<file path="src/design/conv_config.svh">
`ifndef CONV_CONFIG_SVH
`define CONV_CONFIG_SVH

`define CONV_DWIDTH      32
`define CONV_AWIDTH      14
`define CONV_MEM_DEPTH   16384

`define CONV_WT_DIM      3
`define CONV_MAX_FM_DIM  16

`define CONV_REG_SEL_BIT 31    // host word address bit for the register window

`define CONV_REG_CTRL    0     // bit 0 starts a run
`define CONV_REG_STATUS  1     // bit 0 idle, bit 1 done
`define CONV_REG_FM_DIM  2
`define CONV_REG_WT_OFS  3
`define CONV_REG_IFM_OFS 4
`define CONV_REG_OFM_OFS 5

`endif

</file>
<file path="src/design/conv_pkg.sv">
`include "conv_config.svh"

package conv_pkg;

    typedef logic [`CONV_DWIDTH-1:0] word_t;
    typedef logic [`CONV_AWIDTH-1:0] addr_t;
    typedef logic [4:0]              len_t;    // burst length, up to 16 words

    typedef struct packed {
        logic [31:0] addr;    // bit 31 picks registers, low bits are the word address
        word_t       wdata;
        logic        we;
    } host_req_t;

    typedef struct packed {
        addr_t addr;
        len_t  len;
    } rd_req_t;

    typedef rd_req_t wr_req_t;

    typedef struct packed {
        logic [4:0] fm_dim;
        addr_t      wt_ofs;
        addr_t      ifm_ofs;
        addr_t      ofm_ofs;
    } cfg_t;

    typedef enum logic [2:0] {
        IDLE, LOAD_WT, READ_ROW, ACCUM, WRITE, WAIT_WR
    } eng_state_t;

endpackage

</file>
<file path="src/design/dmem_ctrl.sv">
module dmem_ctrl (
    input  logic              clk,
    input  logic              rst_i,
    input  logic              rd_req_valid_i,
    input  conv_pkg::rd_req_t rd_req_i,
    output logic              rd_req_ready_o,
    output logic              rd_data_valid_o,
    output conv_pkg::word_t   rd_data_o,
    input  logic              rd_data_ready_i,
    input  logic              wr_req_valid_i,
    input  conv_pkg::wr_req_t wr_req_i,
    output logic              wr_req_ready_o,
    input  logic              wr_data_valid_i,
    input  conv_pkg::word_t   wr_data_i,
    output logic              wr_data_ready_o,
    output logic              wr_resp_valid_o,
    input  logic              wr_resp_ready_i,
    output conv_pkg::addr_t   ram_addr_o,
    output logic              ram_we_o,
    output conv_pkg::word_t   ram_wdata_o,
    input  conv_pkg::word_t   ram_rdata_i
);
    conv_pkg::addr_t addr_q;
    conv_pkg::len_t  cnt_q;         // words left to issue
    logic            rd_act;
    logic            wr_act;
    logic            inflight;      // ram word shows up this cycle
    logic            hold_valid;
    conv_pkg::word_t hold_q;
    logic            free;
    logic            rd_issue;
    logic            wr_beat;
    logic            hold_load;

    assign free            = !rd_act && !wr_act && !inflight && !hold_valid && !wr_resp_valid_o;
    assign rd_req_ready_o  = free;
    assign wr_req_ready_o  = free && !rd_req_valid_i;    // reads win ties
    assign rd_issue        = rd_act && !hold_valid && (!inflight || rd_data_ready_i);
    assign wr_data_ready_o = wr_act;
    assign wr_beat         = wr_data_valid_i && wr_act;
    assign hold_load       = inflight && !rd_data_ready_i && !hold_valid;

    assign rd_data_valid_o = inflight || hold_valid;
    assign rd_data_o       = hold_valid ? hold_q : ram_rdata_i;
    assign ram_addr_o      = addr_q;
    assign ram_we_o        = wr_beat;
    assign ram_wdata_o     = wr_data_i;

    always_ff @(posedge clk) begin
        if (rst_i) begin
            rd_act          <= 1'b0;
            wr_act          <= 1'b0;
            inflight        <= 1'b0;
            hold_valid      <= 1'b0;
            wr_resp_valid_o <= 1'b0;
            cnt_q           <= '0;
        end else begin
            inflight <= rd_issue;
            if (rd_req_valid_i && rd_req_ready_o) begin
                rd_act <= 1'b1;
                cnt_q  <= rd_req_i.len;
            end else if (wr_req_valid_i && wr_req_ready_o) begin
                wr_act <= 1'b1;
                cnt_q  <= wr_req_i.len;
            end else if (rd_issue || wr_beat) begin
                cnt_q <= cnt_q - 5'd1;
                if (cnt_q == 5'd1) begin    // last word of the burst
                    rd_act          <= 1'b0;
                    wr_act          <= 1'b0;
                    wr_resp_valid_o <= wr_act;
                end
            end
            if (hold_load) begin
                hold_valid <= 1'b1;
            end else if (hold_valid && rd_data_ready_i) begin
                hold_valid <= 1'b0;
            end
            if (wr_resp_valid_o && wr_resp_ready_i) begin
                wr_resp_valid_o <= 1'b0;
            end
        end
    end

    always_ff @(posedge clk) begin
        if (rd_req_valid_i && rd_req_ready_o) begin
            addr_q <= rd_req_i.addr;
        end else if (wr_req_valid_i && wr_req_ready_o) begin
            addr_q <= wr_req_i.addr;
        end else if (rd_issue || wr_beat) begin
            addr_q <= addr_q + 1'b1;
        end
        if (hold_load) begin
            hold_q <= ram_rdata_i;
        end
    end

endmodule

</file>
<file path="config.mk">
export PLATFORM = sky130hd
export DESIGN_NAME = dmem_ctrl
export DESIGN_NICKNAME = d
export VERILOG_FILES = /design/src/design/conv_pkg.sv /design/src/design/dmem_ctrl.sv
export VERILOG_INCLUDE_DIRS = /design/src /design/src/design
export SDC_FILE = /design/constraint.sdc
export NUM_CORES = 1
export LEC_CHECK = 0
export ABC_CLOCK_PERIOD_IN_PS = 3500
export BUFFER_PORTS_ARGS = -buffer_cell sky130_fd_sc_hd__clkbuf_2
export CAP_MARGIN = 10
export CORE_MARGIN = 1.5
export CORE_UTILIZATION = 40
export DETAILED_ROUTE_END_ITERATION = 12
export PLACE_DENSITY = 0.75
export SETUP_SLACK_MARGIN = 0.5
export SLEW_MARGIN = 20
export SYNTH_ARGS = -nofsm -noshare
export SYNTH_HDL_FRONTEND = slang
export SYNTH_SLANG_ARGS = --single-unit
export TNS_END_PERCENT = 50
</file>
<file path="constraint.sdc">
create_clock -name clk -period 3.5 [get_ports clk]
set_input_delay 0.7 -clock clk [delete_from_list [all_inputs] [get_ports clk]]
set_output_delay 0.7 -clock clk [all_outputs]
set_load 0.02 [all_outputs]
</file>
# Yosys cells after proc, flatten, opt, wreduce, memory -nomap -nowiden
# Cells that the tools add are included.
[classes]
addsub = 2
eq_ne = 2
muxes = 14
n_bitwise = 2
n_reduce_logical = 34
[ops]
columns = ["cell", "n"]
rows = [
  ["$mux W14", 3],
  ["$mux W32", 1],
  ["$mux W5", 3],
  ["$add A14 B1 Y14 const B", 1],
  ["$logic_and A1 B1 Y1", 14],
  ["$reduce_bool A2 Y1", 5],
  ["$logic_not A1 Y1", 7],
  ["$mux W1", 7],
  ["$reduce_and A3 Y1", 2],
  ["$eq A5 B1 Y1 const B", 1],
  ["$sub A5 B1 Y5 const B", 1],
  ["$reduce_and A4 Y1", 1],
  ["$logic_or A1 B1 Y1", 3],
  ["$reduce_bool A3 Y1", 1],
  ["$ne A2 B2 Y1 const B", 1],
  ["$not A1 Y1", 2],
  ["$reduce_or A2 Y1", 1],
]
[word_totals]
reg_bits = 56
inputBits = 109
elab_cells = 62

# Depth between registers and ports, before layout
[logic_depth]
ltp_word = 9
depth_mapped = 7
depth_no_buf = 6

# Worst setup path after synthesis
# No wires, ideal clock.
[synth_timing]
path_type = "in2reg"
from = "in rd_data_ready_i"
to = "reg hold_q[0] (enable)"
t_arrival_ns = 2.420
setup_slack_ns = 0.656
path_stages = 2
cell_sequence = "nor2b_1 > nor2b_1"
[synth_between]
elab_chain_cells = 3
[synth_lines]
columns = ["item", "line_no", "source"]
rows = [
  ["start: declaration", "dmem_ctrl.sv:9", "input logic rd_data_ready_i,"],
  ["$logic_not A1 Y1", "dmem_ctrl.sv:41", "assign hold_load = inflight && !rd_data_ready_i && !hold_valid;"],
  ["$logic_and A1 B1 Y1 (2 in a row)", "dmem_ctrl.sv:41", ""],
  ["via hold_load", "dmem_ctrl.sv:33", "logic hold_load;"],
  ["end signal: assignment", "dmem_ctrl.sv:93", "hold_q <= ram_rdata_i;"],
  ["end: declaration", "dmem_ctrl.sv:29", "conv_pkg::word_t hold_q;"],
]
# The timed path passes the listed nets, and every way through them passes these cells.
# A chain may end at the register's enable or synchronous reset.

# Worst setup path in the final report
[layout_timing]
from = "reg hold_valid"
to = "out rd_data_o[5]"
[layout_between]
elab_chain_cells = 1
[layout_lines]
columns = ["item", "line_no", "source"]
rows = [
  ["start: declaration", "dmem_ctrl.sv:28", "logic hold_valid;"],
  ["start signal: assignment", "dmem_ctrl.sv:54", "hold_valid <= 1'b0;"],
  ["start signal: assignment", "dmem_ctrl.sv:74", "hold_valid <= 1'b1;"],
  ["start signal: assignment", "dmem_ctrl.sv:76", "hold_valid <= 1'b0;"],
  ["$mux W32", "dmem_ctrl.sv:44", "assign rd_data_o = hold_valid ? hold_q : ram_rdata_i;"],
  ["end: declaration", "dmem_ctrl.sv:8", "output conv_pkg::word_t rd_data_o,"],
]
# Every way passes these cells.

==> results.sh <==
export IMPL_status="finished clean"
export IMPL_grt_max_degree=33
export IMPL_hp_class="flop to flop"
export IMPL_firstDrtPassIters=4
export IMPL_fillCellCount=719
export IMPL_fin_tns_setup_ps=0
export IMPL_multi_input_area_um2=1270
export IMPL_rsz0062_at_grt="false"
export IMPL_ys_async_sr_fraction=0
export IMPL_peakVddDrop_mv=0.197
export IMPL_final_common_cell="clkbuf_2"
export IMPL_nets=490
export IMPL_ant_nets=0
export IMPL_area_growth_syn_to_layout_pct=19.4
export IMPL_synthesis_area_um2=3170
export IMPL_synth_edf_count=46
export IMPL_cp_max_fo=27
export IMPL_hold_viol=0
export IMPL_syn_nets=392
export IMPL_critPathKind="flop to output pin"
export IMPL_hp_start="cnt_q[4]"
export IMPL_h_tree_depth=2
export IMPL_reg2reg_depth=3
export IMPL_pin_count=193
export IMPL_clk_path_buf_depth=2
export IMPL_ys_warnings_count=0
export IMPL_cts_resized_gates=0
export IMPL_cts_root_buf="clkbuf_8"
export IMPL_power_density_nw_per_um2=580
export IMPL_syn_inst=280
export IMPL_synth_avg_cell_area_um2=11.3
export IMPL_synth_top_area_cell="edfxtp_1"
export IMPL_finalSetupViolations=0
export IMPL_yosysTopAreaCellShare=0.436
export IMPL_min_path_cells=2
export IMPL_die_x_um=92.0
export IMPL_skew_ps=14.7
export IMPL_crit_path_start_kind="flop"
export IMPL_period_share=0.719
export IMPL_maxCapViolations=0
export IMPL_r2r_slack_ps=1360
export IMPL_drt_wirelength_per_cell_um=15.5
export IMPL_grt_pass1_vias=2455
export IMPL_end_kind="output pin"
export IMPL_hpwl_mm=5.80
export IMPL_track_usage=0.171
export IMPL_start_util=0.412
export IMPL_overflow=0
export IMPL_reg2reg_to="ram_addr_o[11]"
export IMPL_worstPathArrival_ps=1820
export IMPL_synth_area_top_cells="edfxtp_1 (44%), mux2_2 (11%), buf_4 (7.6%)"
export IMPL_via_count=2532
export IMPL_die_area_um2=8470
export IMPL_postCtsHoldBufs=0
export IMPL_antenna_found_initial=0
export IMPL_synthFlopType="edfxtp_1"
export IMPL_required_ps=2800
export IMPL_relSlewSlack=0.443
export IMPL_yosysSeqAreaShare=0.499
export IMPL_dp_worst_setup_slack_ps=1060
export IMPL_power_mw=2.19
export IMPL_reg2reg_from="wr_data_ready_o"
export IMPL_finalCriticalPeriod_ps=2520
export IMPL_gp_congestion=0.919
export IMPL_drv_slew=0
export IMPL_core_rowCount=32
export IMPL_drc=0
export IMPL_yosysUniqueCellTypes=50
export IMPL_fp_coreArea_um2=7690
export IMPL_layout_common_cells="clkbuf_2 (128), edfxtp_1 (46), mux2_2 (32)"
export IMPL_worst_pin_slew_ps=831
export IMPL_cts_setup_buffers=0
export IMPL_fin_ws_ps=982
export IMPL_leakagePower_nw=1.58
export IMPL_cts_buffers=5
export IMPL_worstSkewPairLatency_ps=300
export IMPL_min_to="cnt_q[4]"
export IMPL_clock_fmax_mhz=397
export IMPL_antennaDiodeCount=0
export IMPL_die_h_um=92.0
export IMPL_cts_tree="built"
export IMPL_routed_via_density=5.26
export IMPL_drt_iter0_drc=158
export IMPL_grt_pass1_wl_mm=11.7
export IMPL_ys_seq_elements=56
export IMPL_cts_clk_slew_worst_paths_ps=100
export IMPL_drt_total_wl_mm=7.47
export IMPL_seqCellArea_um2=1580
export IMPL_cts_sinks=56
export IMPL_port_buffers=128
export IMPL_layout_drive_gt1_share=0.475
-- sequential cells by signal (all words and copies together) (netlist names) --
signal and count:
ram_addr_o 14, wr_resp_valid_o 1, rd_act 1, inflight 1, cnt_q 5, wr_data_ready_o 1
hold_q 32, hold_valid 1
-- synth_stat cells, drive strengths merged, types with 4 or more instances --
| cell | count |
|---|---|
| a21oi | 4 |
| a22oi | 4 |
| buf | 38 |
| dfxtp | 10 |
| edfxtp | 46 |
| inv | 10 |
| mux2 | 32 |
| mux2i | 4 |
| nand2 | 20 |
| nand3 | 10 |
| nor2 | 7 |
| nor2b | 4 |
| nor3 | 10 |
| o21a | 4 |
| o21ai | 15 |
| o22ai | 5 |
| or3 | 5 |
| or4 | 4 |
| xnor2 | 6 |
-- worst max path at each step --
stage,from,endpoint,cells after the start
after floorplan,rd_data_ready_i,hold_q[0],2
after global placement,rd_req_valid_i,ram_addr_o[3],6
after detailed placement,rd_req_valid_i,ram_addr_o[1],6
after CTS,hold_valid,rd_data_o[31],3
after global routing,hold_valid,rd_data_o[15],3
final,hold_valid,rd_data_o[5],3
-- logic make-up (layout without fill, tap and decap cells) --
group,Yosys count,count (layout),synth area share
simple gates,77,77,0.138
flops,56,56,0.499
buf+inv,51,150,0.0995
compound gates,49,49,0.103
mux,36,36,0.126
xor+xnor,8,8,0.0221
fa+ha+maj,3,3,0.0118
-- per-stage QoR --
step | utilization | hold WS (ps) | instances | cell area [um2]
final | 0.492 | 533 | 481 | 3780
after global routing | 0.492 | 557 | 481 | 3780
after CTS | 0.492 | 530 | 481 | 3780
after detailed placement | 0.480 | 509 | 473 | 3690
after global placement | 0.480 | 516 | 473 | 3690
after floorplan | - | 474 | 280 | 3170
-- worst max-delay path, stage by stage, from the launching register on --
cell and delay [ps]:
dfxtp_1 560, buf_4 400, mux2_2 390, clkbuf_2 160
-- cell type report --
class	count	area share
timing repair buffer	131	0.175
multi-input combinational	173	0.337
inverter	11	0.0109
tap	102	0.0337
clock buffer	7	0.0228
sequential	56	0.418
clock inverter	1	0.00231
-- metal layers --
metal  wire [um]  part of all wire  GRT usage  vias to the layer above
met2        3710              0.50      0.281                       85
met4         102             0.014     0.0577                        0
met5           0                 0          0                        -
met1        3250              0.43      0.231                     1213
met3         413             0.055     0.0216                       18
li1            -                 -          -                     1216
-- power by group --
group          internal [mW]  switching (mW)  total (mW)
clock                  0.163           0.211       0.374
sequential             0.878           0.137        1.02
combinational          0.314           0.491       0.805
total                   1.36           0.839        2.19
No activity file was read; power rests on OpenSTA's default activity.
