### src/design/conv_config.svh
`ifndef CONV_CONFIG_SVH
`define CONV_CONFIG_SVH

`define CONV_DWIDTH      32
`define CONV_AWIDTH      14
`define CONV_MEM_DEPTH   16384

`define CONV_WT_DIM      3
`define CONV_MAX_FM_DIM  16

`define CONV_REG_SEL_BIT 31    // host word address bit for the register window

`define CONV_REG_CTRL    0     // bit 0 starts a run
`define CONV_REG_STATUS  1     // bit 0 idle, bit 1 done
`define CONV_REG_FM_DIM  2
`define CONV_REG_WT_OFS  3
`define CONV_REG_IFM_OFS 4
`define CONV_REG_OFM_OFS 5

`endif

### src/design/conv_pkg.sv
`include "conv_config.svh"

package conv_pkg;

    typedef logic [`CONV_DWIDTH-1:0] word_t;
    typedef logic [`CONV_AWIDTH-1:0] addr_t;
    typedef logic [4:0]              len_t;    // burst length, up to 16 words

    typedef struct packed {
        logic [31:0] addr;    // bit 31 picks registers, low bits are the word address
        word_t       wdata;
        logic        we;
    } host_req_t;

    typedef struct packed {
        addr_t addr;
        len_t  len;
    } rd_req_t;

    typedef rd_req_t wr_req_t;

    typedef struct packed {
        logic [4:0] fm_dim;
        addr_t      wt_ofs;
        addr_t      ifm_ofs;
        addr_t      ofm_ofs;
    } cfg_t;

    typedef enum logic [2:0] {
        IDLE, LOAD_WT, READ_ROW, ACCUM, WRITE, WAIT_WR
    } eng_state_t;

endpackage

### src/design/conv_regs.sv
`include "conv_config.svh"

module conv_regs (
    input  logic            clk,
    input  logic            rst_i,
    input  logic            wr_en_i,
    input  logic            rd_en_i,
    input  logic [2:0]      reg_idx_i,
    input  conv_pkg::word_t wdata_i,
    input  logic            idle_i,
    input  logic            done_i,
    output conv_pkg::word_t rdata_o,
    output conv_pkg::cfg_t  cfg_o,
    output logic            start_o
);
    logic done_q;     // sticky until the next start
    logic fm_ok;
    logic start_req;

    assign fm_ok = (cfg_o.fm_dim >= 5'(`CONV_WT_DIM)) &&
                   (cfg_o.fm_dim <= 5'(`CONV_MAX_FM_DIM));

    // start_o is checked too, the engine leaves idle one cycle after the pulse
    assign start_req = wr_en_i && (reg_idx_i == 3'(`CONV_REG_CTRL)) && wdata_i[0] &&
                       idle_i && !start_o && fm_ok;

    always_ff @(posedge clk) begin
        if (rst_i) begin
            cfg_o   <= '0;
            start_o <= 1'b0;
            done_q  <= 1'b0;
        end else begin
            start_o <= start_req;
            if (start_req) begin
                done_q <= 1'b0;
            end else if (done_i) begin
                done_q <= 1'b1;
            end
            if (wr_en_i) begin
                case (reg_idx_i)
                    3'(`CONV_REG_FM_DIM):  cfg_o.fm_dim  <= wdata_i[4:0];
                    3'(`CONV_REG_WT_OFS):  cfg_o.wt_ofs  <= wdata_i[`CONV_AWIDTH-1:0];
                    3'(`CONV_REG_IFM_OFS): cfg_o.ifm_ofs <= wdata_i[`CONV_AWIDTH-1:0];
                    3'(`CONV_REG_OFM_OFS): cfg_o.ofm_ofs <= wdata_i[`CONV_AWIDTH-1:0];
                    default: ;    // ctrl handled by start_req
                endcase
            end
        end
    end

    always_ff @(posedge clk) begin
        if (rd_en_i) begin
            case (reg_idx_i)
                3'(`CONV_REG_STATUS):  rdata_o <= {{(`CONV_DWIDTH-2){1'b0}}, done_q, idle_i};
                3'(`CONV_REG_FM_DIM):  rdata_o <= conv_pkg::word_t'(cfg_o.fm_dim);
                3'(`CONV_REG_WT_OFS):  rdata_o <= conv_pkg::word_t'(cfg_o.wt_ofs);
                3'(`CONV_REG_IFM_OFS): rdata_o <= conv_pkg::word_t'(cfg_o.ifm_ofs);
                3'(`CONV_REG_OFM_OFS): rdata_o <= conv_pkg::word_t'(cfg_o.ofm_ofs);
                default:               rdata_o <= '0;
            endcase
        end
    end

endmodule

### config.mk
export PLATFORM = sky130hd
export DESIGN_NAME = conv_regs
export DESIGN_NICKNAME = d
export VERILOG_FILES = /design/src/design/conv_pkg.sv /design/src/design/conv_regs.sv
export VERILOG_INCLUDE_DIRS = /design/src /design/src/design
export SDC_FILE = /design/constraint.sdc
export NUM_CORES = 1
export LEC_CHECK = 0
export ABC_AREA = 0
export BUFFER_PORTS_ARGS = -buffer_cell sky130_fd_sc_hd__buf_4
export CELL_PAD_IN_SITES_DETAIL_PLACEMENT = 2
export CELL_PAD_IN_SITES_GLOBAL_PLACEMENT = 2
export CORE_UTILIZATION = 26
export CTS_BUF_LIST = sky130_fd_sc_hd__clkbuf_8 sky130_fd_sc_hd__clkbuf_16
export DETAILED_ROUTE_END_ITERATION = 10
export PLACE_DENSITY = 0.87
export SYNTH_ARGS = -nofsm -noshare
export SYNTH_HDL_FRONTEND = slang
export SYNTH_SLANG_ARGS = --single-unit
export TNS_END_PERCENT = 100
### constraint.sdc
create_clock -name clk -period 1.5 [get_ports clk]
set_input_delay 0.3 -clock clk [delete_from_list [all_inputs] [get_ports clk]]
set_output_delay 0.3 -clock clk [all_outputs]
set_load 0.02 [all_outputs]
Word level (Yosys, flattened, before mapping)
Index checks and enable logic that the tools add are counted.

Bits in registers: 81. Input port bits: 41. Output and inout bits: 80. Logic and storage cells: 28.

Magnitude comparators: 2. Eq/ne operators: 5. Muxes and demuxes: 1. Reductions and logical operators: 13.

Operators by type and width (count): $pmux W14 S5 (1); $reduce_and A2 Y1 (4); $eq A3 B2 Y1 const B (2); $eq A3 B3 Y1 const B (2); $logic_and A1 B1 Y1 (6); $ge A5 B2 Y1 const B (1); $le A5 B5 Y1 const B (1); $eq A3 B1 Y1 const B (1); $logic_not A3 Y1 (1); $reduce_or A2 Y1 (1); $logic_not A1 Y1 (1).

Logic depth before layout (Yosys ltp)
Gate-level depths: netlist of run 1.

Word-level depth: 7. Depth in mapped cells: 6. Gate-level depth less buffers: 3.

Least setup slack after synthesis of run 1
OpenSTA, ideal clock, no wires.

Kind: in2reg. Start: input port reg_idx_i[0]. End: register rdata_o[2], data pin. Library setup time: 262 ps. Arrival time: 1041 ps. Required time: 1238 ps. Path slack: 196 ps. Stages on the path: 5. Buffers on the path: 3. Path through: buf_4 -> buf_6 -> buf_4 -> mux2i_1 -> o22ai_1.

Longest elaborated chain between the ends: 2. Elaborated cells on any way between the ends: 6. Classes of those cells: 5 x eq/ne; 1 x mux.

RTL lines: from (decl) (RTL line conv_regs.sv:8) `input logic [2:0] reg_idx_i,`; $eq A3 B3 Y1 (tied with other cells) (RTL line conv_regs.sv:53) `case (reg_idx_i)`; $pmux W14 S5 (*) (RTL line conv_regs.sv:53); to (signal assigned) (RTL line conv_regs.sv:54) `` 3'(`CONV_REG_STATUS): rdata_o <= {{(`CONV_DWIDTH-2){1'b0}}, done_q, idle_i}; ``; to (signal assigned) (RTL line conv_regs.sv:55) `` 3'(`CONV_REG_FM_DIM): rdata_o <= conv_pkg::word_t'(cfg_o.fm_dim); ``; to (signal assigned) (RTL line conv_regs.sv:56) `` 3'(`CONV_REG_WT_OFS): rdata_o <= conv_pkg::word_t'(cfg_o.wt_ofs); ``; to (decl) (RTL line conv_regs.sv:12) `output conv_pkg::word_t rdata_o,`.

Every way passes the cells marked *; elsewhere a longest branch is shown, timed or not. A chain may end at the register's enable or synchronous reset.

Final worst setup path of run 1
Start: register cfg_o[46] (netlist name). End: output port cfg_o[46] (netlist name).

RTL lines: from (decl) (RTL line conv_regs.sv:13) `output conv_pkg::cfg_t cfg_o,`.

No word-level cell between the ends.

==> results of run 1 <==
kinds of logic (layout without fill, tap and decap cells):
family | after synthesis | in the layout | share of synthesized area
other cells | 1 | 18 | 0.00137
simple gates | 108 | 108 | 0.172
compound gates | 60 | 60 | 0.128
flops | 63 | 63 | 0.512
buf+inv | 38 | 118 | 0.0933
mux | 25 | 25 | 0.0924
worst max path at each step:
stage | cells past startpoint | from | slack [ns] | to
4_1_cts | 1 | cfg_o[46]$_SDFFE_PP0P_ | 0.23 | cfg_o[46]
5_1_grt | 1 | cfg_o[46]$_SDFFE_PP0P_ | 0.20 | cfg_o[46]
2_1_floorplan | 5 | reg_idx_i[0] | 0.20 | rdata_o[2]$_DFFE_PP_
6_report | 1 | cfg_o[46]$_SDFFE_PP0P_ | 0.24 | cfg_o[46]
3_3_place_gp | 5 | reg_idx_i[0] | 0.06 | rdata_o[13]$_DFFE_PP_
3_5_place_dp | 5 | reg_idx_i[0] | -0.03 | rdata_o[13]$_DFFE_PP_
layer usage:
metal / up-vias / GRT usage / part of all wire
met5: - / 0 / 0
met4: 0 / 0.0825 / 0.018
met3: 11 / 0.0374 / 0.046
met2: 70 / 0.309 / 0.52
met1: 1216 / 0.206 / 0.42
li1: 1157 / - / -
state kept, by name, summed over array words and instances (netlist names):
signal   cells
done_q       1
rdata_o     14
start_o      1
cfg_o       47
through the flow:
step | cell area (um^2) | TNS [ns] | setup WS, ns
after floorplan | 2800 | 0 | 0.196
after global placement | 3490 | 0 | 0.0553
after detailed placement | 3490 | -0.0884 | -0.0342
after CTS | 3660 | 0 | 0.227
after global routing | 3660 | 0 | 0.195
final | 3660 | 0 | 0.241
layout make-up:
class | instances | share of cell area
well taps | 136 | 0.0465
flip-flops and latches | 63 | 0.383
multi-input cells | 211 | 0.313
clock buffers | 9 | 0.0339
repair buffers | 102 | 0.213
clock inverters | 7 | 0.0109
power breakdown:
| part | internal [mW] | switching (mW) |
|---|---|---|
| Combinational | 0.164 | 0.269 |
| Clock | 0.581 | 0.702 |
| Sequential | 1.78 | 0.0325 |
| Total | 2.52 | 1.00 |
placed cells by master (no fill, tap or decap), types with 3 or more instances in the layout:
| cell type | netlist | layout |
|---|---|---|
| nand2_1 | 85 | 85 |
| a21oi_1 | 42 | 42 |
| o2bb2ai_1 | 9 | 9 |
| edfxtp_1 | 14 | 14 |
| o22ai_1 | 5 | 5 |
| buf_4 | 26 | 101 |
| conb_1 | 1 | 18 |
| nor2_1 | 8 | 8 |
| clkbuf_8 | 0 | 9 |
| mux2i_1 | 23 | 23 |
| dfxtp_1 | 49 | 49 |
| clkinvlp_4 | 0 | 3 |
==> out/metrics.csv, run 1 <==
metric,value,unit
coreArea,0.0103,mm^2
vias,2454,
timing.rr.start,cfg_o[42]$_SDFFE_PP0P_,
io_pins,121,
hpwl,6800,um
fin_cells,528,
async_flop_share,0,
nNetsFinal,428,
reg2reg_depth,3,
cp_cell_sequence,buf_4,
seq_area,0.00140,mm^2
worst_ep_arrival_time,0.96,ns
holdPathEnd,cfg_o[35]$_SDFFE_PP0P_,
multi_input_area,0.00114,mm^2
cts_tree,built,
slowest_stage,dfxtp_1,
cts_resized,0,
finish.utilization,0.356,
status,"complete, no violations",
viasPerCell,4.65,
yosysSeqAreaShare,0.512,
dr.pass1.iters,4,
start_util,0.266,
critPathLaunchType,flop,
die-area,0.0109,mm^2
power_density,963,mW/mm^2
numCtsBuffers,9,
core.rowCount,37,
gr-total-overflow,0,
ir_drop,0.291,mV
hold_viol_final,0,
cts_hold_buf,0,
cp_slowest_stage_delay,0.43,ns
detail-route-antenna-nets,0,
drtIter0Drc,50,
fillers,1173,
synth_top_area_frac,0.358,
synth-seq-cells,63,
min_period_over_period,0.839,
track_usage,0.177,
io_buffer_count,84,
ctsLongestPathBuffers,2,
antenna_cells,0,
worst_hold_slack,0.209,ns
h-tree-depth,3,
maxSlewViolCount,0,
synth_common_cells,"nand2_1, dfxtp_1, a21oi_1, buf_4, mux2i_1",
crit_family,flip-flops,
antenna_found_initial,0,
yosysMostFrequentCell,nand2_1,
cap_violations,0,
placed_cells_incl_taps,512,
grt_pass1_wl,14800,um
fmax,794,MHz
syn_area,0.00274,mm^2
dieHeight,105,um
synth_cell_types,28,
root_buffer,clkbuf_8,
synth.yosys.warnings,0,
insertion_delay,0.35,ns
reg2reg_to,rdata_o[0]$_DFFE_PP_,
path_max_fanout,4,
hp-start,wdata_i[7],
setup_violations,0,
synth_edf_count,14,
synthCells,295,
layout-drive-gt1-share,0.306,
grt_max_degree,30,
areaGrowthSynthToFinish,33.7,%
p_leak,1.49,nW
finalWeightedCongestion,0.768,
synth_area_leaders,"dfxtp_1, edfxtp_1, nand2_1, mux2i_1, a21oi_1",
syn_avg_cell_area,9.28,um^2
finalPower,3.52,mW
cp.required,1.20,ns
critPathCaptureType,primary output,
worstSetupPathType,reg -> out,
rsz0062_at_grt,no,
worstHoldPathCells,3,
ys.flop_type,dfxtp_1,
hold_path_class,in -> reg,
die_w,105,um
fin_crit,1.26,ns
grt_pass1_vias,2692,
wl_per_cell,17.5,um
post-cts-setup-buffer-count,0,
clk_pin_slew,0.07,ns
drc,0,
rrSetupSlack,0.29,ns
crit_buf_inv,1,
clock-sinks,63,
yosysTopAreaCell,dfxtp_1,
routed_wl,9250,um
fin_worst_skew,0.00499,ns
No activity file was read; power rests on OpenSTA's default activity.
==> run 2, diff against run 1 <==
Clock period 1.5 ns to 1.18 ns, I/O delays scaled along.
==> out/metrics.csv, run 2 (same netlist as run 1, synthesis figures left out) <==
metric,value,unit
met2_length,5130,um
pwr-share-comb,0.113,
vias,2559,
io_buffer_count,84,
worst_hold_slack,0.153,ns
ctsLongestPathBuffers,2,
gr-total-overflow,0,
cap_violations,0,
timing.rr.start,cfg_o[43]$_SDFFE_PP0P_,
power.switching,1.28,mW
dieHeight,105,um
swShare,0.235,
drtIter0Drc,64,
detail-route-antenna-nets,0,
cts_tree,built,
path_max_fanout,1,
power_density,1370,mW/mm^2
areaGrowthSynthToFinish,46.3,%
largest_reg_flops,47,
numCtsBuffers,9,
wl_met3,404,um
routed_wl,10000,um
fin_worst_skew,0.00919,ns
crit_family,flip-flops,
worstHoldPathCells,3,
cp_slowest_stage_delay,0.43,ns
status,"complete, no violations",
place_area,0.00364,mm^2
worst_pin_slew,0.514,ns
top_regs,"cfg_o: 47 flops, rdata_o: 14 flops",
finalInstanceArea,0.00400,mm^2
insertion_delay,0.35,ns
crit_buf_inv,1,
nNetsFinal,439,
fin_ws,0.00911,ns
wl_per_cell,18.5,um
die-area,0.0109,mm^2
rsz0062_at_grt,yes,
clock-sinks,63,
hold_viol_final,0,
worst_ep_arrival_time,0.93,ns
final_cell_mix,"buf_4, nand2_1, a21oi_1, dfxtp_1, mux2i_1",
grt_max_degree,33,
ir_drop,0.833,mV
min_period_over_period,0.992,
rrSetupSlack,0.02,ns
finish.utilization,0.389,
highest_layer,met4,
fin_crit,1.17,ns
cp_cell_sequence,buf_6,
worstSetupPathType,reg -> out,
root_buffer,clkbuf_8,
start_util,0.266,
place_ws,-0.123,ns
track_usage,0.191,
layout-drive-gt1-share,0.362,
met1Wirelength,4190,um
grt_pass1_wl,15900,um
hpwl,6980,um
cp.required,0.94,ns
p_int,4.18,mW
viasPerCell,4.75,
critPathLaunchType,flop,
reg2reg_depth,3,
crit_path_start,rdata_o[6]$_DFFE_PP_,
io_pins,121,
maxSlewHeadroom,0.657,
final_common_cell,buf_4,
regMostFlops,cfg_o,
finalWeightedCongestion,0.725,
clkPwrFrac,0.466,
hold_path_class,in -> reg,
placed_cells_incl_taps,523,
die_w,105,um
cp.depth,1,
seqPwrFrac,0.421,
grt_pass1_vias,2795,
coreArea,0.0103,mm^2
clk_pin_slew,0.07,ns
critPathCaptureType,primary output,
fin_cells,539,
p_leak,1.65,nW
antenna_cells,0,
antenna_found_initial,0,
core.rowCount,37,
tns,0,ns
cts_hold_buf,0,
slowest_stage,edfxtp_1,
finalPower,5.47,mW
h-tree-depth,3,
setup_violations,0,
dr.pass1.iters,4,
maxSlewViolCount,0,
hp-start,wdata_i[6],
drc,0,
fmax,854,MHz
run 2: cell count changes in the layout (fill, tap and decap cells not counted), sizes merged:
| cell | delta |
|---|---|
| clkinv | -3 |
| clkinvlp | -3 |
| bufinv | +4 |
| buf | +11 |
| clkbuf | +1 |
| inv | +1 |
run 2: worst paths after layout:
check	to
worst max-delay path	rdata_o[6]
worst min-delay path	cfg_o[20]$_SDFFE_PP0P_
worst max register to register	rdata_o[1]$_DFFE_PP_
worst min register to register	cfg_o[28]$_SDFFE_PP0P_
run 2: repair_timing:
action | 4_1_cts | 5_1_grt
resized for setup | 17 | 10
buffers inserted | 1 | 0
pin swaps | 0 | 2
cloned | 0 | 0
setup endpoints to repair | 12 | 11
hold endpoints to repair | 0 | 0
run 2: area by class of cell:
type,instances,area [um^2]
clock inverters,6,133
flip-flops and latches,63,1420
multi-input cells,211,1180
fillers,1124,6270
clock buffers,10,138
well taps,136,170
repair buffers,113,961
run 2: power groups by stage:
stage	Combinational [mW]	Sequential (mW)	Clock, mW
2_1_floorplan	0.276	2.40	0
3_3_place_gp	0.578	2.35	0
3_5_place_dp	0.596	2.35	0
4_1_cts	0.613	2.30	2.61
5_1_grt	0.656	2.31	2.69
6_report	0.619	2.30	2.55
run 2: layer usage:
| metal | GRT usage | up-vias |
|---|---|---|
| li1 | - | 1181 |
| met1 | 0.225 | 1281 |
| met2 | 0.334 | 78 |
| met3 | 0.0318 | 19 |
| met4 | 0.0966 | 0 |
| met5 | 0 | - |
run 2: worst reg2reg max path, cell delays in order, from the launching register on:
cell and delay [ns]:
dfxtp_4 0.37, mux2_2 0.28, a22oi_2 0.18, o22ai_2 0.08
