**src/design/conv_config.svh**
```systemverilog
`ifndef CONV_CONFIG_SVH
`define CONV_CONFIG_SVH

`define CONV_DWIDTH      32
`define CONV_AWIDTH      14
`define CONV_MEM_DEPTH   16384

`define CONV_WT_DIM      3
`define CONV_MAX_FM_DIM  16

`define CONV_REG_SEL_BIT 31    // host word address bit for the register window

`define CONV_REG_CTRL    0     // bit 0 starts a run
`define CONV_REG_STATUS  1     // bit 0 idle, bit 1 done
`define CONV_REG_FM_DIM  2
`define CONV_REG_WT_OFS  3
`define CONV_REG_IFM_OFS 4
`define CONV_REG_OFM_OFS 5

`endif

```
**src/design/conv_pkg.sv**
```systemverilog
`include "conv_config.svh"

package conv_pkg;

    typedef logic [`CONV_DWIDTH-1:0] word_t;
    typedef logic [`CONV_AWIDTH-1:0] addr_t;
    typedef logic [4:0]              len_t;    // burst length, up to 16 words

    typedef struct packed {
        logic [31:0] addr;    // bit 31 picks registers, low bits are the word address
        word_t       wdata;
        logic        we;
    } host_req_t;

    typedef struct packed {
        addr_t addr;
        len_t  len;
    } rd_req_t;

    typedef rd_req_t wr_req_t;

    typedef struct packed {
        logic [4:0] fm_dim;
        addr_t      wt_ofs;
        addr_t      ifm_ofs;
        addr_t      ofm_ofs;
    } cfg_t;

    typedef enum logic [2:0] {
        IDLE, LOAD_WT, READ_ROW, ACCUM, WRITE, WAIT_WR
    } eng_state_t;

endpackage

```
**src/design/conv_engine.sv**
```systemverilog
`include "conv_config.svh"

module conv_engine (
    input  logic              clk,
    input  logic              rst_i,
    input  logic              start_i,
    input  conv_pkg::cfg_t    cfg_i,
    output logic              idle_o,
    output logic              done_o,
    output logic              rd_req_valid_o,
    output conv_pkg::rd_req_t rd_req_o,
    input  logic              rd_req_ready_i,
    input  logic              rd_data_valid_i,
    input  conv_pkg::word_t   rd_data_i,
    output logic              rd_data_ready_o,
    output logic              wr_req_valid_o,
    output conv_pkg::wr_req_t wr_req_o,
    input  logic              wr_req_ready_i,
    output logic              wr_data_valid_o,
    output conv_pkg::word_t   wr_data_o,
    input  logic              wr_data_ready_i,
    input  logic              wr_resp_valid_i,
    output logic              wr_resp_ready_o
);
    localparam int NUM_WT = `CONV_WT_DIM * `CONV_WT_DIM;
    localparam logic [1:0] LAST_K = 2'(`CONV_WT_DIM - 1);

    conv_pkg::eng_state_t            state;
    conv_pkg::word_t                 wt [NUM_WT];
    logic signed [`CONV_DWIDTH-1:0] acc;
    logic [3:0] row;
    logic [3:0] col;
    logic [1:0] krow;    // kernel row, also steps the weight load
    logic [1:0] kcol;
    logic       sent;    // weight request or result word already taken

    logic [4:0]      out_dim;
    logic [3:0]      wt_sel;
    logic            rd_beat;
    logic            last_col;
    logic            last_row;
    conv_pkg::addr_t row_addr;
    conv_pkg::addr_t out_addr;

    assign out_dim  = cfg_i.fm_dim - 5'(`CONV_WT_DIM - 1);
    assign last_col = ({1'b0, col} == out_dim - 5'd1);
    assign last_row = ({1'b0, row} == out_dim - 5'd1);
    assign wt_sel   = 4'(krow) * 4'(`CONV_WT_DIM) + 4'(kcol);
    assign rd_beat  = rd_data_valid_i && rd_data_ready_o;

    assign row_addr = cfg_i.ifm_ofs + conv_pkg::addr_t'(col) +
                      (conv_pkg::addr_t'(row) + conv_pkg::addr_t'(krow)) *
                      conv_pkg::addr_t'(cfg_i.fm_dim);
    assign out_addr = cfg_i.ofm_ofs + conv_pkg::addr_t'(col) +
                      conv_pkg::addr_t'(row) * conv_pkg::addr_t'(out_dim);

    assign idle_o          = (state == conv_pkg::IDLE);
    assign rd_req_valid_o  = (state == conv_pkg::LOAD_WT && !sent) ||
                             (state == conv_pkg::READ_ROW);
    assign rd_req_o        = (state == conv_pkg::LOAD_WT) ?
                             conv_pkg::rd_req_t'{cfg_i.wt_ofs, conv_pkg::len_t'(NUM_WT)} :
                             conv_pkg::rd_req_t'{row_addr, conv_pkg::len_t'(`CONV_WT_DIM)};
    assign rd_data_ready_o = (state == conv_pkg::LOAD_WT) || (state == conv_pkg::ACCUM);
    assign wr_req_valid_o  = (state == conv_pkg::WRITE);
    assign wr_req_o        = conv_pkg::wr_req_t'{out_addr, conv_pkg::len_t'(1)};
    assign wr_data_valid_o = (state == conv_pkg::WAIT_WR) && !sent;
    assign wr_data_o       = conv_pkg::word_t'(acc);
    assign wr_resp_ready_o = (state == conv_pkg::WAIT_WR);

    always_ff @(posedge clk) begin
        if (rst_i) begin
            state  <= conv_pkg::IDLE;
            done_o <= 1'b0;
            sent   <= 1'b0;
            row    <= '0;
            col    <= '0;
            krow   <= '0;
            kcol   <= '0;
        end else begin
            done_o <= 1'b0;
            if (rd_beat) begin    // kernel position steps on every word in
                if (kcol == LAST_K) begin
                    kcol <= '0;
                    krow <= (krow == LAST_K) ? 2'd0 : krow + 2'd1;
                end else begin
                    kcol <= kcol + 2'd1;
                end
            end
            case (state)
                conv_pkg::IDLE: begin
                    if (start_i) begin
                        state <= conv_pkg::LOAD_WT;
                        sent  <= 1'b0;
                        row   <= '0;
                        col   <= '0;
                        krow  <= '0;
                        kcol  <= '0;
                    end
                end
                conv_pkg::LOAD_WT: begin
                    if (rd_req_valid_o && rd_req_ready_i) begin
                        sent <= 1'b1;
                    end
                    if (rd_beat && krow == LAST_K && kcol == LAST_K) begin
                        state <= conv_pkg::READ_ROW;
                    end
                end
                conv_pkg::READ_ROW: begin
                    if (rd_req_ready_i) begin
                        state <= conv_pkg::ACCUM;
                    end
                end
                conv_pkg::ACCUM: begin
                    if (rd_beat && kcol == LAST_K) begin
                        state <= (krow == LAST_K) ? conv_pkg::WRITE : conv_pkg::READ_ROW;
                    end
                end
                conv_pkg::WRITE: begin
                    if (wr_req_ready_i) begin
                        state <= conv_pkg::WAIT_WR;
                        sent  <= 1'b0;
                    end
                end
                conv_pkg::WAIT_WR: begin
                    if (wr_data_valid_o && wr_data_ready_i) begin
                        sent <= 1'b1;
                    end
                    if (wr_resp_valid_i) begin    // next pixel, row-major
                        state <= conv_pkg::READ_ROW;
                        col   <= last_col ? 4'd0 : col + 4'd1;
                        if (last_col) begin
                            row <= row + 4'd1;
                            if (last_row) begin
                                state  <= conv_pkg::IDLE;
                                done_o <= 1'b1;
                            end
                        end
                    end
                end
                default: state <= conv_pkg::IDLE;
            endcase
        end
    end

    always_ff @(posedge clk) begin
        if (state == conv_pkg::LOAD_WT && rd_beat) begin
            wt[wt_sel] <= rd_data_i;
        end
        if (state == conv_pkg::READ_ROW && krow == 2'd0) begin
            acc <= '0;    // first row of a new pixel
        end else if (state == conv_pkg::ACCUM && rd_beat) begin
            acc <= acc + $signed(wt[wt_sel]) * $signed(rd_data_i);    // wraps mod 2^32
        end
    end

endmodule

```
**config.mk**
```make
export PLATFORM = sky130hd
export DESIGN_NAME = conv_engine
export DESIGN_NICKNAME = d
export VERILOG_FILES = /design/src/design/conv_pkg.sv /design/src/design/conv_engine.sv
export VERILOG_INCLUDE_DIRS = /design/src /design/src/design
export SDC_FILE = /design/constraint.sdc
export NUM_CORES = 2
export LEC_CHECK = 0
export BUFFER_PORTS_ARGS = -buffer_cell sky130_fd_sc_hd__buf_2
export CORE_MARGIN = 1.5
export CORE_UTILIZATION = 35
export CTS_CLUSTER_DIAMETER = 40
export CTS_CLUSTER_SIZE = 10
export DETAILED_ROUTE_END_ITERATION = 16
export PLACE_DENSITY = 0.48
export SETUP_SLACK_MARGIN = 0.02
export SLEW_MARGIN = 20
export SYNTH_ARGS = -nofsm -noshare
export SYNTH_HDL_FRONTEND = slang
export SYNTH_SLANG_ARGS = --single-unit
```
**constraint.sdc**
```tcl
create_clock -name clk -period 9.9 [get_ports clk]
set_clock_uncertainty 0.05 [all_clocks]
set_input_delay 0.99 -clock clk [delete_from_list [all_inputs] [get_ports clk]]
set_output_delay 0.99 -clock clk [all_outputs]
set_load 0.1 [all_outputs]
```
# Word-level counts from Yosys, hierarchy flattened
# Memory sizes are Yosys's and may differ from the RTL's.
# Cells that the tools add are included.
# totals
mem_bits_rw,288
n_memories,1
input_bits,87
regBits,49
# mem_list
name,depth,word_bits,read_ports,rd_clocked_by_memory_dff,write_ports,line,source
wt,9,32,1,0,1,conv_engine.sv:29,conv_pkg::word_t wt [NUM_WT];
# classes
add_sub_neg,13
multipliers,4
n_eq_ne,18
mux,35
n_reduce_logical,23
bitwise,3
# ops
op,count
32-bit adder,1
32-bit by 32-bit multiplier with 32-bit output,1
14-bit by 4-bit adder with 14-bit output,2
2-bit two-way mux,11
3-bit two-way mux,7
4-bit two-way mux,5
19-bit two-way mux,1
3-bit one-hot mux with 6 select lines,1
4-bit one-hot mux with 2 select lines,2
14-bit by 10-bit adder with 14-bit output,1
14-bit by 9-bit adder with 14-bit output,1
"2-bit by 1-bit inequality test with 1-bit output, second input constant",6
1-bit logical AND,11
4-bit by 5-bit equality test with 1-bit output,2
5-bit by 5-bit multiplier with 10-bit output,1
4-bit by 5-bit multiplier with 9-bit output,1
"4-bit by 1-bit adder with 4-bit output, second input constant",2
1-bit two-way mux,7
"3-bit by 2-bit equality test with 1-bit output, second input constant",2
"3-bit equality test, second input constant",2
"2-bit inequality test, second input constant",3
6-bit AND reduction,1
4-bit by 2-bit adder with 5-bit output,1
5-bit AND reduction,1
18 further kinds,23

# Logic depth before layout (Yosys ltp)
# depth
word_depth,7
mapped_depth,39
ltp_nobuf,35

# Worst setup path before layout
# OpenSTA, ideal clock, no wires.
# synth_path
path_type,reg-to-reg
startpoint,reg krow[1]
endpoint,reg acc[31] (netlist: wr_data_o[31])
path_slack_ns,0.757
required_time_ns,9.783
setup_ns,0.067
stages_incl_launch_ff,37
arrival_time_ns,9.026
cell_sequence,dfxtp_1 fa_1 ha_1 buf_2 buf_2 buf_4 buf_4 buf_2 mux4_2 o22ai_1 nor2_1 clkbuf_1 and2_1 fa_1 fa_1 inv_1 fa_1 fa_1 fa_1 fa_1 inv_1 fa_1 inv_1 fa_1 inv_1 ha_1 a21o_1 a21o_1 a21o_1 a21oi_1 o211a_1 a311oi_1 a31oi_1 o21ai_0 xnor2_1 nand2_1 a21oi_2
# synth_via
elab_chain_len,5
word_cells_on_any_way,7
classes_between,2 x add/sub; 2 x mul; 2 x reduce/logical; 1 x memory
# synth_lines
item,line,source
"start, declared",conv_engine.sv:33,logic [1:0] krow;
"start signal, assigned",conv_engine.sv:84,krow <= (krow == LAST_K) ? 2'd0 : krow + 2'd1;
2-bit by 2-bit multiplier with 4-bit output,conv_engine.sv:48,assign wt_sel = 4'(krow) * 4'(`CONV_WT_DIM) + 4'(kcol);
4-bit by 2-bit adder with 4-bit output,conv_engine.sv:48,
memory 9 x 32 bit,-,
32-bit by 32-bit multiplier with 32-bit output,conv_engine.sv:152,acc <= acc + $signed(wt[wt_sel]) * $signed(rd_data_i);
32-bit adder,conv_engine.sv:152,
"end signal, assigned",conv_engine.sv:152,
"end, declared",conv_engine.sv:30,logic signed [`CONV_DWIDTH-1:0] acc;
# Several ways; a longest one is shown, not always the timed one.
# A chain may end at the register's enable or synchronous reset.

# Final worst setup path
# layout_path
startpoint,reg kcol[1]
endpoint,reg acc[31] (netlist: wr_data_o[31])
# layout_via
elab_chain_len,4
# layout_lines
item,line,source
"start, declared",conv_engine.sv:34,logic [1:0] kcol;
"start signal, assigned",conv_engine.sv:86,kcol <= kcol + 2'd1;
4-bit by 2-bit adder with 4-bit output,conv_engine.sv:48,
memory 9 x 32 bit,-,
32-bit by 32-bit multiplier with 32-bit output,conv_engine.sv:152,
32-bit adder,conv_engine.sv:152,
# Every way passes these cells.

==> results.ini <==
[setup_path]
critical_path.startpoint = kcol[1]
critical_path.endpoint_type = flip-flop
cp_num_buf_inv = 7
worst_r2r_startpoint = kcol[1]
slowest_delay_ns = 0.60
path_delay_family = adder cells
startpoint_type = flip-flop
crit_top_cell = sky130_fd_sc_hd__fa_1
required_time_of_the_worst_setup_path_ns = 10.43
crit_path_top_delay_cell = sky130_fd_sc_hd__fa_2
critical_path.max_fanout = 16
timing_worst_setup_path_type = flip-flop to flip-flop
worstPathArrival_ns = 10.04

[synthesis]
netlist_top_cells_area = sky130_fd_sc_hd__fa_1 (29%), sky130_fd_sc_hd__edfxtp_1 (26%), sky130_fd_sc_hd__ha_1 (8.1%)
dominant_cell_by_count_in_the_synthesized_netlist = sky130_fd_sc_hd__inv_1
multiplexer_share_of_the_synthesized_area = 0.05356
netlist_instances = 2986
dominant_combinational_cell_family_by_area_after_synthesis = adder cells
yosys-top-cells-count = sky130_fd_sc_hd__inv_1 (607), sky130_fd_sc_hd__fa_1 (477), sky130_fd_sc_hd__nand2_1 (314)
ys_seq_elements = 337
synth_warnings = 0
top_area_cell_type_share_of_the_netlist_area = 0.2897
number_of_flops_mapped_to_enable_cells_by_yosys = 288
synthDominantAreaCellType = sky130_fd_sc_hd__fa_1
ys_seq_area_frac = 0.2921
basic_gate_share_of_the_synthesized_area_counting_and_or_nand_and_nor_cells = 0.1229
synth_flop_cell = sky130_fd_sc_hd__edfxtp_1
post_synth_xor_area_fraction = 0.03397
synthAdderAreaFrac = 0.3709
asyncSetResetFlopFracSynth = 0
post_synth.cell_area_avg_sq_um = 11.04
syn_area_sq_um = 32960
synthDistinctLibCells = 65
synth_compound_gate_area_share = 0.03765

[cells_and_area]
layout_area_growth_over_synthesis_pct = 14.62
proportion_of_layout_cells_with_a_drive_suffix_above_1 = 0.1448
layout.core_utilization = 0.4048
final_cells = 4467
layout.filler_cells = 9108
layout.nets = 3940
final_instance_area_sq_um = 37780

[die]
floorplan.io_pins = 164
floorplan.die.width_microns = 309.9
std_cell_rows = 112
die-height_microns = 309.9
fp.coreArea_sq_um = 93330
initial_cell_density_of_the_core = 0.3532
full_die_area_sq_um = 96030

[placement]
io_buffer_count = 155
dpl.hpwl_microns = 70450
gp_congestion = 0.8330
post_dp_cell_area_sq_um = 35460
dp_cells = 4345

[grt]
grt_first_pass_wirelength_microns = 142700
grt-ovfl-total = 0
grt_antenna_before_repair = 8
maximum_number_of_pins_on_one_net_before_global_route_repair = 38
via_count_of_the_first_global_routing_pass = 23490
gr-usage-all-layers = 0.1988

[clock_tree]
cts_sinks = 337
cts_max_level = 2
clockRootBuffer = sky130_fd_sc_hd__clkbuf_16
clkLatencyLatePin_ns = 0.65
tritoncts.num_buffers = 59
tritoncts_clock_tree = yes
cts_buffer_depth = 3
path_clk_slew_ns = 0.05
cts-hold-fix-buffers = 0

[timing]
max_clock_freq_ghz = 0.1051
max_slew_margin = 0.2462
final-setup-viol-count = 0
grt_setup_unrepaired = yes
slew_violations = 0
final_min_period_over_clock_period = 0.9611
finalWorstPathRequiredPeriod_ns = 9.515
setup_tns_ns = 0
worst-slew-pin-transition_ns = 1.131
final_hold_viol_count = 0

[detailed_routing]
route.final.wire_length_microns = 91940
drt-vias-per-instance = 4.784
drt-wirelength-per-cell_microns = 20.58
drt_first_iter_violations = 1323
drt.antenna.violating_nets = 0
drc_errors = 0
via_count = 21370
firstDrtPassIters = 5

[min_path]
worstHoldPathType = flip-flop to flip-flop
timing.hold.worst.start = wr_data_o[4]

[run]
max-cap-violations = 0

[status]
outcome = completed

## final cells by class
cell class | count | area, sq um | area share
clock buffers | 64 | 1495 | 0.03957
flip-flops and latches | 337 | 9629 | 0.2549
diodes | 2 | 5.005 | 0.0001325
repair buffers | 246 | 1528 | 0.04043
inverters | 607 | 2278 | 0.06030
well taps | 1254 | 1569 | 0.04153
multi-input cells | 1911 | 20640 | 0.5463
clock inverters | 46 | 635.6 | 0.01682
## cell usage in the layout (no fill, tap or decap), drive strengths merged, types with 64 or more instances in the layout
| master | synthesis | routed |
|---|---|---|
| and2 | 244 | 244 |
| fa | 477 | 477 |
| inv | 607 | 613 |
| edfxtp | 288 | 288 |
| nor2b | 86 | 86 |
| ha | 214 | 214 |
| xnor2 | 84 | 84 |
| buf | 31 | 246 |
| nand2 | 315 | 315 |
| mux4 | 64 | 64 |
| a21oi | 85 | 85 |
| clkbuf | 106 | 64 |
## flip-flops by register name (all words and copies together), names as in the netlist
| signal | count |
|---|---|
| krow | 2 |
| wt | 288 |
| kcol | 2 |
| row | 4 |
| state | 3 |
| col | 4 |
| sent | 1 |
| done_o | 1 |
| wr_data_o | 32 |
## metrics by stage
stage | hold WS (ns) | worst slack, ns
floorplan | 0.4460 | 0.7569
global placement | 0.4116 | 0.2064
detailed placement | 0.4170 | 0.08721
CTS | 0.4237 | 0.05165
global route | 0.4420 | -0.08634
finish | 0.4229 | 0.3846
## cell families (layout without fill, tap and decap cells)
group                      after synthesis  count (layout)
DFF                                    337             337
AOI/OAI and AO/OA                      197             197
xor gates and xnor gates               123             123
adders and majority gates              691             691
buffers and inverters                  744             963
and+or+nand+nor                        799             799
other                                    2              10
muxes                                   93              93
## final timing paths
path         depth (start not counted)  slack (ns)            end
max                                 33        0.38  wr_data_o[31]
min                                  2        0.42   wr_data_o[4]
max reg2reg                         33        0.38  wr_data_o[31]
min reg2reg                          2        0.42   wr_data_o[4]
## layer usage
metal | global-route usage | share of wire | wire length [microns]
met3 | 0.03487 | 0.050 | 4638
met5 | 0 | 0.00040 | 37
met1 | 0.2780 | 0.46 | 41870
met2 | 0.3221 | 0.47 | 43560
met4 | 0.04515 | 0.020 | 1833
## tightest hold or removal path, delay by kind of cell (launching register included)
kind	cells	cell delay, ns
DFF	1	0.32
and+or+nand+nor	1	0.06
AOI/OAI and AO/OA	1	0.05
## what timing repair did
item | 4_1_cts | 5_1_grt
setup buffers | 0 | 10
setup endpoints to repair | 0 | 7
gates resized for setup | 0 | 16
Power is left out: the tool's default activity adds up to more than one toggle a clock period on the data nets, which glitch-free logic cannot reach.
